`src/logic/cpu_pkg.sv`:
```
`default_nettype none

package cpu_pkg;

    localparam int XLEN     = 32;        // data and address width
    localparam int REG_W    = 5;         // register index width
    localparam int LINK_REG = 31;        // jal return address lands here

    // opcodes, instruction bits 31..27
    localparam logic [4:0] OP_RTYPE = 5'd0;
    localparam logic [4:0] OP_J     = 5'd1;
    localparam logic [4:0] OP_BNE   = 5'd2;
    localparam logic [4:0] OP_JAL   = 5'd3;
    localparam logic [4:0] OP_JR    = 5'd4;
    localparam logic [4:0] OP_ADDI  = 5'd5;
    localparam logic [4:0] OP_BLT   = 5'd6;
    localparam logic [4:0] OP_SW    = 5'd7;
    localparam logic [4:0] OP_LW    = 5'd8;

    // alu codes, instruction bits 6..2 of r-type words
    localparam logic [4:0] ALU_ADD = 5'd0;
    localparam logic [4:0] ALU_SUB = 5'd1;
    localparam logic [4:0] ALU_AND = 5'd2;
    localparam logic [4:0] ALU_OR  = 5'd3;
    localparam logic [4:0] ALU_SLL = 5'd4;
    localparam logic [4:0] ALU_SRA = 5'd5;

    // instruction field positions
    localparam int OPC_HI   = 31;
    localparam int OPC_LO   = 27;
    localparam int RD_HI    = 26;
    localparam int RD_LO    = 22;
    localparam int RS_HI    = 21;
    localparam int RS_LO    = 17;
    localparam int RT_HI    = 16;
    localparam int RT_LO    = 12;
    localparam int SHAMT_HI = 11;
    localparam int SHAMT_LO = 7;
    localparam int ALU_HI   = 6;
    localparam int ALU_LO   = 2;
    localparam int IMM_W    = 17;        // sign-extended immediate
    localparam int TGT_W    = 27;        // zero-extended jump target

    // decoded once in decode, then carried down the pipe
    typedef struct packed {
        logic             valid;
        logic             writes_reg;    // already cleared for rd 0
        logic [REG_W-1:0] rd;
        logic [4:0]       alu_op;
        logic [4:0]       shamt;
        logic             use_imm;       // operand b is the immediate
        logic             is_lw;
        logic             is_sw;
        logic             is_bne;
        logic             is_blt;
        logic             is_jal;
    } ctrl_t;

    // a result offered for bypass and register write
    typedef struct packed {
        logic             we;
        logic [REG_W-1:0] rd;
        logic [XLEN-1:0]  data;
    } fwd_t;

    typedef struct packed {
        ctrl_t           ctrl;
        logic [XLEN-1:0] pc;
        logic [XLEN-1:0] a;              // rs, or rd for jr
        logic [XLEN-1:0] b;              // rt, or rd for sw and branches
        logic [XLEN-1:0] imm;
    } dx_t;

    typedef struct packed {
        ctrl_t           ctrl;
        logic [XLEN-1:0] result;         // alu value, address or link
        logic [XLEN-1:0] store_data;
    } xm_t;

endpackage

`default_nettype wire
```
`src/logic/processor.sv`:
```
`timescale 1ns/1ps
`default_nettype none

module processor (
    input  logic                      clock_i,
    input  logic                      arst_n_i,
    output logic [cpu_pkg::XLEN-1:0]  address_imem_o,
    input  logic [cpu_pkg::XLEN-1:0]  q_imem_i,
    output logic [cpu_pkg::XLEN-1:0]  address_dmem_o,
    output logic [cpu_pkg::XLEN-1:0]  data_o,
    output logic                      wren_o,
    input  logic [cpu_pkg::XLEN-1:0]  q_dmem_i,
    output logic                      ctrl_writeEnable_o,
    output logic [cpu_pkg::REG_W-1:0] ctrl_writeReg_o,
    output logic [cpu_pkg::XLEN-1:0]  data_writeReg_o,
    output logic [cpu_pkg::REG_W-1:0] ctrl_readRegA_o,
    output logic [cpu_pkg::REG_W-1:0] ctrl_readRegB_o,
    input  logic [cpu_pkg::XLEN-1:0]  data_readRegA_i,
    input  logic [cpu_pkg::XLEN-1:0]  data_readRegB_i
);
    import cpu_pkg::*;

    logic [XLEN-1:0] fd_insn, fd_pc, jr_target, br_target;
    logic            fd_valid, jr_redirect, br_redirect;
    dx_t             dx;
    xm_t             xm;
    fwd_t            x_fwd, m_fwd, w_fwd;

    fetch_stage i_fetch (
        .clock_i, .arst_n_i, .q_imem_i,
        .br_redirect_i (br_redirect), .br_target_i (br_target),
        .jr_redirect_i (jr_redirect), .jr_target_i (jr_target),
        .address_imem_o, .insn_o (fd_insn), .pc_o (fd_pc), .valid_o (fd_valid)
    );

    decode_stage i_decode (
        .clock_i, .arst_n_i, .insn_i (fd_insn), .pc_i (fd_pc), .valid_i (fd_valid),
        .ctrl_readRegA_o, .ctrl_readRegB_o, .data_readRegA_i, .data_readRegB_i,
        .x_fwd_i (x_fwd), .m_fwd_i (m_fwd), .w_fwd_i (w_fwd),
        .br_redirect_i (br_redirect),
        .jr_redirect_o (jr_redirect), .jr_target_o (jr_target), .dx_o (dx)
    );

    execute_stage i_execute (
        .clock_i, .arst_n_i, .dx_i (dx),
        .br_redirect_o (br_redirect), .br_target_o (br_target),
        .x_fwd_o (x_fwd), .xm_o (xm)
    );

    mem_wb_stage i_mem_wb (
        .clock_i, .arst_n_i, .xm_i (xm), .q_dmem_i,
        .address_dmem_o, .data_o, .wren_o,
        .m_fwd_o (m_fwd), .w_fwd_o (w_fwd)
    );

    // registered writeback goes straight to the file
    assign ctrl_writeEnable_o = w_fwd.we;
    assign ctrl_writeReg_o    = w_fwd.rd;
    assign data_writeReg_o    = w_fwd.data;

endmodule

`default_nettype wire

```
`src/logic/mem_wb_stage.sv`:
```
`timescale 1ns/1ps
`default_nettype none

module mem_wb_stage (
    input  logic                     clock_i,
    input  logic                     arst_n_i,
    input  cpu_pkg::xm_t             xm_i,
    input  logic [cpu_pkg::XLEN-1:0] q_dmem_i,
    output logic [cpu_pkg::XLEN-1:0] address_dmem_o,
    output logic [cpu_pkg::XLEN-1:0] data_o,
    output logic                     wren_o,
    output cpu_pkg::fwd_t            m_fwd_o,
    output cpu_pkg::fwd_t            w_fwd_o
);
    import cpu_pkg::*;

    fwd_t m_fwd, w_q;

    // data memory is combinational on the read side
    assign address_dmem_o = xm_i.result;
    assign data_o         = xm_i.store_data;
    assign wren_o         = xm_i.ctrl.valid & xm_i.ctrl.is_sw;

    // loaded word for lw, otherwise whatever execute produced
    assign m_fwd.we   = xm_i.ctrl.valid & xm_i.ctrl.writes_reg;
    assign m_fwd.rd   = xm_i.ctrl.rd;
    assign m_fwd.data = xm_i.ctrl.is_lw ? q_dmem_i : xm_i.result;

    // memory/writeback register, drives the file write ports
    always_ff @(posedge clock_i or negedge arst_n_i) begin
        if (!arst_n_i) w_q <= '0;
        else           w_q <= m_fwd;
    end

    assign m_fwd_o = m_fwd;
    assign w_fwd_o = w_q;

    // decode never marks one word as both load and store
    a_lw_sw_exclusive: assert property (@(posedge clock_i) disable iff (!arst_n_i)
        xm_i.ctrl.valid |-> !(xm_i.ctrl.is_lw && xm_i.ctrl.is_sw))
        else $error("memory stage entry is both lw and sw");

endmodule

`default_nettype wire

```
`src/logic/execute_stage.sv`:
```
`timescale 1ns/1ps
`default_nettype none

module execute_stage (
    input  logic                     clock_i,
    input  logic                     arst_n_i,
    input  cpu_pkg::dx_t             dx_i,
    output logic                     br_redirect_o,
    output logic [cpu_pkg::XLEN-1:0] br_target_o,
    output cpu_pkg::fwd_t            x_fwd_o,
    output cpu_pkg::xm_t             xm_o
);
    import cpu_pkg::*;

    logic [XLEN-1:0] alu_b, alu_val, link_pc, result;
    logic            ne, lt;                     // rd vs rs from the compare alu
    xm_t             xm_d, xm_q;

    assign alu_b = dx_i.ctrl.use_imm ? dx_i.imm : dx_i.b;

    alu i_main_alu (
        .data_a_i    (dx_i.a),
        .data_b_i    (alu_b),
        .alu_op_i    (dx_i.ctrl.alu_op),
        .shamt_i     (dx_i.ctrl.shamt),
        .result_o    (alu_val),
        .not_equal_o (),
        .less_than_o ()
    );

    // b - a, i.e. rd - rs
    alu i_compare_alu (
        .data_a_i    (dx_i.b),
        .data_b_i    (dx_i.a),
        .alu_op_i    (ALU_SUB),
        .shamt_i     (5'd0),
        .result_o    (),
        .not_equal_o (ne),
        .less_than_o (lt)
    );

    assign br_redirect_o = dx_i.ctrl.valid &
                           ((dx_i.ctrl.is_bne & ne) | (dx_i.ctrl.is_blt & lt));
    assign link_pc       = dx_i.pc + XLEN'(1);
    assign br_target_o   = link_pc + dx_i.imm;                // relative to pc+1

    assign result = dx_i.ctrl.is_jal ? link_pc : alu_val;

    // lw offers its address here, software keeps the next slot off its rd
    assign x_fwd_o = '{we:   dx_i.ctrl.valid & dx_i.ctrl.writes_reg,
                       rd:   dx_i.ctrl.rd,
                       data: result};

    always_comb begin
        xm_d            = '{ctrl: dx_i.ctrl, result: result, store_data: dx_i.b};
        xm_d.ctrl.valid = dx_i.ctrl.valid & ~br_redirect_o;    // taken branch is done here
    end

    always_ff @(posedge clock_i or negedge arst_n_i) begin
        if (!arst_n_i) xm_q <= '0;
        else           xm_q <= xm_d;
    end

    assign xm_o = xm_q;

    // a redirect only comes from a live entry, and decode squashes the one behind it
    a_redirect_valid: assert property (@(posedge clock_i) disable iff (!arst_n_i)
        br_redirect_o |-> dx_i.ctrl.valid ##1 !dx_i.ctrl.valid)
        else $error("branch redirect from an invalid or unflushed entry");

endmodule

`default_nettype wire

```
`src/logic/decode_stage.sv`:
```
`timescale 1ns/1ps
`default_nettype none

module decode_stage (
    input  logic                      clock_i,
    input  logic                      arst_n_i,
    input  logic [cpu_pkg::XLEN-1:0]  insn_i,
    input  logic [cpu_pkg::XLEN-1:0]  pc_i,
    input  logic                      valid_i,
    output logic [cpu_pkg::REG_W-1:0] ctrl_readRegA_o,
    output logic [cpu_pkg::REG_W-1:0] ctrl_readRegB_o,
    input  logic [cpu_pkg::XLEN-1:0]  data_readRegA_i,
    input  logic [cpu_pkg::XLEN-1:0]  data_readRegB_i,
    input  cpu_pkg::fwd_t             x_fwd_i,       // youngest
    input  cpu_pkg::fwd_t             m_fwd_i,
    input  cpu_pkg::fwd_t             w_fwd_i,       // oldest, being written this cycle
    input  logic                      br_redirect_i,
    output logic                      jr_redirect_o,
    output logic [cpu_pkg::XLEN-1:0]  jr_target_o,
    output cpu_pkg::dx_t              dx_o
);
    import cpu_pkg::*;

    logic [4:0]       opcode;
    logic [REG_W-1:0] rd, rs, rt;
    logic             is_rtype, is_addi, is_lw, is_sw, is_bne, is_blt, is_jal, is_jr;
    logic [XLEN-1:0]  imm, op_a, op_b;
    ctrl_t            ctrl;
    dx_t              dx_d, dx_q;

    // youngest producer first, then the register file
    function automatic logic [XLEN-1:0] bypass(input logic [REG_W-1:0] idx,
                                               input logic [XLEN-1:0]  rf,
                                               input fwd_t x, input fwd_t m, input fwd_t w);
        logic [XLEN-1:0] val;
        val = rf;
        if (idx != '0) begin                     // r0 always reads the file
            if (x.we && x.rd == idx)      val = x.data;
            else if (m.we && m.rd == idx) val = m.data;
            else if (w.we && w.rd == idx) val = w.data;
        end
        return val;
    endfunction

    assign opcode = insn_i[OPC_HI:OPC_LO];
    assign rd     = insn_i[RD_HI:RD_LO];
    assign rs     = insn_i[RS_HI:RS_LO];
    assign rt     = insn_i[RT_HI:RT_LO];
    assign imm    = {{(XLEN-IMM_W){insn_i[IMM_W-1]}}, insn_i[IMM_W-1:0]};

    assign is_rtype = opcode == OP_RTYPE;
    assign is_addi  = opcode == OP_ADDI;
    assign is_lw    = opcode == OP_LW;
    assign is_sw    = opcode == OP_SW;
    assign is_bne   = opcode == OP_BNE;
    assign is_blt   = opcode == OP_BLT;
    assign is_jal   = opcode == OP_JAL;
    assign is_jr    = opcode == OP_JR;

    // jr target sits in rd, store data and branch operand in rd too
    assign ctrl_readRegA_o = is_jr ? rd : rs;
    assign ctrl_readRegB_o = (is_sw || is_bne || is_blt) ? rd : rt;

    assign op_a = bypass(ctrl_readRegA_o, data_readRegA_i, x_fwd_i, m_fwd_i, w_fwd_i);
    assign op_b = bypass(ctrl_readRegB_o, data_readRegB_i, x_fwd_i, m_fwd_i, w_fwd_i);

    always_comb begin
        ctrl.valid      = valid_i & ~br_redirect_i;          // squashed by a taken branch
        ctrl.rd         = is_jal ? REG_W'(LINK_REG) : rd;
        ctrl.writes_reg = (is_rtype | is_addi | is_lw | is_jal) && (ctrl.rd != '0);
        ctrl.alu_op     = is_rtype ? insn_i[ALU_HI:ALU_LO] : ALU_ADD;  // address and addi add
        ctrl.shamt      = insn_i[SHAMT_HI:SHAMT_LO];
        ctrl.use_imm    = is_addi | is_lw | is_sw;
        ctrl.is_lw      = is_lw;
        ctrl.is_sw      = is_sw;
        ctrl.is_bne     = is_bne;
        ctrl.is_blt     = is_blt;
        ctrl.is_jal     = is_jal;
        dx_d            = '{ctrl: ctrl, pc: pc_i, a: op_a, b: op_b, imm: imm};
    end

    assign jr_redirect_o = ctrl.valid & is_jr;
    assign jr_target_o   = op_a;                              // bypassed rd value

    always_ff @(posedge clock_i or negedge arst_n_i) begin
        if (!arst_n_i) dx_q <= '0;
        else           dx_q <= dx_d;
    end

    assign dx_o = dx_q;

    // producers downstream never offer r0, so no bypass can come from it
    a_no_r0_bypass: assert property (@(posedge clock_i) disable iff (!arst_n_i)
        (!x_fwd_i.we || x_fwd_i.rd != '0) && (!m_fwd_i.we || m_fwd_i.rd != '0) &&
        (!w_fwd_i.we || w_fwd_i.rd != '0))
        else $error("write to r0 offered for bypass");

endmodule

`default_nettype wire

```
`src/logic/fetch_stage.sv`:
```
`timescale 1ns/1ps
`default_nettype none

module fetch_stage (
    input  logic                     clock_i,
    input  logic                     arst_n_i,
    input  logic [cpu_pkg::XLEN-1:0] q_imem_i,
    input  logic                     br_redirect_i,   // taken branch in execute
    input  logic [cpu_pkg::XLEN-1:0] br_target_i,
    input  logic                     jr_redirect_i,   // jr sitting in decode
    input  logic [cpu_pkg::XLEN-1:0] jr_target_i,
    output logic [cpu_pkg::XLEN-1:0] address_imem_o,
    output logic [cpu_pkg::XLEN-1:0] insn_o,
    output logic [cpu_pkg::XLEN-1:0] pc_o,
    output logic                     valid_o
);
    import cpu_pkg::*;

    logic [XLEN-1:0] pc_q, pc_next;
    logic [XLEN-1:0] insn_q, fd_pc_q;            // fetch/decode payload
    logic            valid_q;
    logic [4:0]      opcode;
    logic            jump_seen;                  // j or jal in the word just fetched
    logic            flush;

    assign opcode    = q_imem_i[OPC_HI:OPC_LO];
    assign jump_seen = (opcode == OP_J) || (opcode == OP_JAL);
    assign flush     = br_redirect_i | jr_redirect_i;  // fetched word is on the wrong path

    // oldest redirect wins
    always_comb begin
        if (br_redirect_i)      pc_next = br_target_i;
        else if (jr_redirect_i) pc_next = jr_target_i;
        else if (jump_seen)     pc_next = {{(XLEN-TGT_W){1'b0}}, q_imem_i[TGT_W-1:0]};
        else                    pc_next = pc_q + XLEN'(1);
    end

    always_ff @(posedge clock_i or negedge arst_n_i) begin
        if (!arst_n_i) begin
            pc_q    <= '0;
            valid_q <= 1'b0;
        end else begin
            pc_q    <= pc_next;
            valid_q <= ~flush;                   // a squashed slot travels as a bubble
        end
    end

    always_ff @(posedge clock_i) begin
        insn_q  <= q_imem_i;
        fd_pc_q <= pc_q;
    end

    assign address_imem_o = pc_q;
    assign insn_o         = insn_q;
    assign pc_o           = fd_pc_q;
    assign valid_o        = valid_q;

    // a branch resolving next to a predecoded jump must still steer the pc
    a_branch_over_jump: assert property (@(posedge clock_i) disable iff (!arst_n_i)
        (br_redirect_i && jump_seen) |=> (pc_q == $past(br_target_i)))
        else $error("fetch took jump target over branch target");

endmodule

`default_nettype wire

```
`src/logic/alu.sv`:
```
`timescale 1ns/1ps
`default_nettype none

module alu (
    input  logic [cpu_pkg::XLEN-1:0] data_a_i,
    input  logic [cpu_pkg::XLEN-1:0] data_b_i,
    input  logic [4:0]               alu_op_i,
    input  logic [4:0]               shamt_i,
    output logic [cpu_pkg::XLEN-1:0] result_o,
    output logic                     not_equal_o,
    output logic                     less_than_o
);
    import cpu_pkg::*;

    logic [XLEN-1:0] diff;                       // a - b, shared by sub and the flags
    logic            sign_differs;

    assign diff         = data_a_i - data_b_i;
    assign sign_differs = data_a_i[XLEN-1] ^ data_b_i[XLEN-1];
    assign not_equal_o  = |diff;
    // with mixed signs a is smaller exactly when a is negative,
    // otherwise the difference cannot overflow and its sign decides
    assign less_than_o  = sign_differs ? data_a_i[XLEN-1] : diff[XLEN-1];

    always_comb begin
        case (alu_op_i)
            ALU_ADD: result_o = data_a_i + data_b_i;
            ALU_SUB: result_o = diff;
            ALU_AND: result_o = data_a_i & data_b_i;
            ALU_OR:  result_o = data_a_i | data_b_i;
            ALU_SLL: result_o = data_a_i << shamt_i;
            ALU_SRA: result_o = XLEN'($signed(data_a_i) >>> shamt_i);    // keeps sign
            default: result_o = '0;                                    // unused codes
        endcase
    end

endmodule

`default_nettype wire

```
`config.mk`:
```
export PLATFORM = sky130hd
export DESIGN_NAME = processor
export DESIGN_NICKNAME = d
export VERILOG_FILES = /design/src/logic/cpu_pkg.sv /design/src/logic/processor.sv /design/src/logic/mem_wb_stage.sv /design/src/logic/execute_stage.sv /design/src/logic/decode_stage.sv /design/src/logic/fetch_stage.sv /design/src/logic/alu.sv
export SDC_FILE = /design/constraint.sdc
export NUM_CORES = 1
export LEC_CHECK = 0
export BUFFER_PORTS_ARGS = -buffer_cell sky130_fd_sc_hd__buf_4
export CORE_MARGIN = 2
export CORE_UTILIZATION = 50
export CTS_BUF_LIST = sky130_fd_sc_hd__clkbuf_8
export CTS_CLUSTER_SIZE = 28
export DETAILED_ROUTE_END_ITERATION = 6
export PLACE_DENSITY = 0.78
export SLEW_MARGIN = 20
export SYNTH_ARGS = -nofsm -noshare
export SYNTH_HDL_FRONTEND = slang
export SYNTH_HIERARCHICAL = 1
export SYNTH_SLANG_ARGS = --single-unit
```
`constraint.sdc`:
```
create_clock -name clock_i -period 8.5 [get_ports clock_i]
set_input_delay 0.425 -clock clock_i [delete_from_list [all_inputs] [get_ports clock_i]]
set_output_delay 0.425 -clock clock_i [all_outputs]
set_load 0.1 [all_outputs]
```
==> metrics.sh <==
MOSTFREQUENTLAYOUTCELL='sky130_fd_sc_hd__buf_4'
HOLD_VIOL=0
PERIOD_SHARE_PCT=90.9
REPORT.FINAL.SLEW_VIOL_COUNT=0
CTS.SINK_COUNT=339
TIMING.CRITICAL_PATH.MAX_DELAY_FAMILY='compound AO/OA/AOI/OAI gates'
START_TO_END_TYPE_OF_THE_WORST_SETUP_PATH='reg2reg'
CTS_TREE='yes'
FIRST_PASS_GRT_WIRE_LENGTH_MICRONS=158000
CLOCK_SKEW_NS=0.0253
DIE_HEIGHT_MICRONS=242
SYN_INST=3263
CRIT_PATH_MAX_FANOUT=66
CP_DATA_ARRIVAL_TIME_NS=8.34
NUMCTSBUFFERS=59
CORE_AREA_SQ_UM=56100
VIA_COUNT=26500
FIN_CRIT_NS=7.72
P_LEAK_nW=14.2
POSTSYNTHNETCOUNT=3605
CLK_TRANSITION_REPORTED_PATHS_NS=0.07
WORST_SKEW_PAIR_LATER_PIN_LATENCY_NS=0.70
DETAIL_ROUTE.DRC_VIOLATIONS=2
PLACE_CONGESTION=1.08
SLEW_AT_THE_PIN_WITH_THE_WORST_MAX_SLEW_SLACK_NS=1.16
GRT_OVERFLOW_TOTAL=0
SYNTH.CELL_AREA_SQ_UM=28200
VDD.IR_DROP.WORST_V=0.000337
POSTCTSRESIZEDCELLS=0
MIN_DELAY_PATH_CLASS='in2reg'
IO_BUFFER_COUNT=274
TIMING.CRITICAL_PATH.SLOWEST_STAGE_CELL='sky130_fd_sc_hd__or3_1'
DIE_W_MICRONS=242
CTSHTREEMAXLEVEL=2
INSTANCES_NO_FILL=4187
PLACE.DETAILED.HPWL_MICRONS=80900
FINISH.NET_COUNT=3714
TIMING.SETUP.TNS_NS=0
SETUP_VIOLATIONS=0
WORST-PATH-BUF-INV=3
SYNTH.YOSYS.WARNINGS=6
MAX_CAP_VIOL=0
SETUP.WORST_PATH.START_CLASS='register'
DRTPASS1ITERATIONS=7
GRT_MAX_DEGREE=158
MAX-SLEW-MARGIN-REL_PCT=22.3
CLOCK_TREE.ROOT_CELL='sky130_fd_sc_hd__clkbuf_8'
TOP_LIBRARY_CELLS_BY_USAGE_IN_THE_LAYOUT_FILL_AND_TAPS_ASIDE='306 x sky130_fd_sc_hd__buf_4, 269 x sky130_fd_sc_hd__dfrtp_1, 267 x sky130_fd_sc_hd__nand2_1, 231 x sky130_fd_sc_hd__nor2_1, 231 x sky130_fd_sc_hd__a21oi_1'
TIMING.CRITICAL_PATH.SLOWEST_CELL_DELAY_NS=0.49
ROUTE.ANTENNA.REMAINING_NETS=0
ROUTE.DETAILED.WL_PER_INST_MICRONS=25.6
NUMBER_OF_GLOBAL_ROUTE_VIAS_BEFORE_REPAIR=25100
ANTENNA_FOUND_INITIAL=9
POST_CTS.REPAIR.SETUP_BUFFERS=0
DIE_AREA_SQ_UM=58300
RSZ0062_AT_GRT='no'
SYN_AVG_CELL_AREA_SQ_UM=8.64
DRT-TOTAL-WL_MICRONS=107000
TOP_LEVEL_PORTS=275
ROWS=87
AREA.GROWTH.SYNTH_TO_FINAL_PCT=12.8
INITIAL_UTILIZATION_PCT=50.3
DETAIL_ROUTE.VIAS_PER_CELL=6.34
MAX_BUFFERS_ROOT_TO_SINK=3
CTS.HOLD.BUFFERS_ADDED=67
FIRST_ITER_VIOLATIONS=3402
MAXCLOCKFREQUENCY_GHz=0.129
WORSTPATHREQUIRED_NS=9.12
DP_CELLS=4000
P_PER_AREA_nW_PER_UM2=280
WORSTSETUPENDPOINTTYPE='register'
RUN_STATUS='finished, violations left'
GRTUSAGETOTAL_PCT=35.3
FINAL_LAYOUT_SIZE_SUFFIX_GT1_SHARE_PCT=18.7
FLOP_TO_FLOP_SETUP_SLACK_NS=0.78
FAILED_CHECKS='design-rule violations'
==> stage by stage <==
step	cell area (sq um)	hold WS [ns]	util, %	power (mW)	setup WS, ns
global placement	29700	0.314	53.0	6.95	1.32
detailed placement	29700	0.316	53.0	6.95	1.04
floorplan	28200	0.129	-	5.88	2.80
global route	31800	0.0288	56.7	9.23	0.372
CTS	31800	0.000730	56.7	8.80	0.995
finish	31800	0.0167	56.8	8.91	0.777
==> tightest hold or removal path, cell delays in order <==
cell and delay, ns:
sky130_fd_sc_hd__buf_4 0.09, sky130_fd_sc_hd__a22oi_1 0.07, sky130_fd_sc_hd__o211ai_1 0.08
==> cell type report <==
| cell class | instances | area [sq um] |
|---|---|---|
| fill | 4982 | 24200 |
| clock buffer | 80 | 1100 |
| multi-input combinational | 2378 | 17400 |
| sequential | 339 | 8170 |
| timing repair buffer | 375 | 3000 |
| clock inverter | 32 | 335 |
| tap | 756 | 946 |
| inverter | 219 | 822 |
| antenna | 8 | 20.0 |
==> worst paths after layout <==
check | from | endpoint | cells past startpoint
worst max-delay path | i_decode/dx_o[71]$_DFF_PN0_ | i_fetch/address_imem_o[18]$_DFF_PN0_ | 28
worst min-delay path | data_readRegB_i[29] | i_decode/dx_o[61]$_DFF_PN0_ | 3
worst max register to register | i_decode/dx_o[71]$_DFF_PN0_ | i_fetch/address_imem_o[18]$_DFF_PN0_ | 28
worst min register to register | i_fetch/pc_o[29]$_DFF_P_ | i_decode/dx_o[125]$_DFF_PN0_ | 0
max in group asynchronous | arst_n_i | i_mem_wb/w_fwd_o[35]$_DFF_PN0_ | 3
min in group asynchronous | arst_n_i | i_execute/xm_o[4]$_DFF_PN0_ | 2
==> registers in the layout, indices dropped and copies added (netlist names) <==
signal                  flops
i_fetch/address_imem_o     32
i_fetch/valid_o             1
i_fetch/pc_o               32
i_mem_wb/w_fwd_o           38
i_execute/xm_o             73
i_decode/dx_o             131
i_fetch/insn_o             32
==> power breakdown <==
part / internal [mW] / total [mW] / switching (mW)
Sequential: 1.98 / 2.42 / 0.437
Clock: 1.04 / 1.82 / 0.784
Combinational: 1.36 / 4.68 / 3.32
==> metal layers <==
metal / GRT usage, % / routed length, microns / share of wire, %
met3: 8.34 / 12300 / 11
met1: 47.8 / 42900 / 40
met2: 54.2 / 47200 / 44
met5: 0 / 23 / 0.021
met4: 14.7 / 4700 / 4.4
Power figures use the tool's default switching activity.
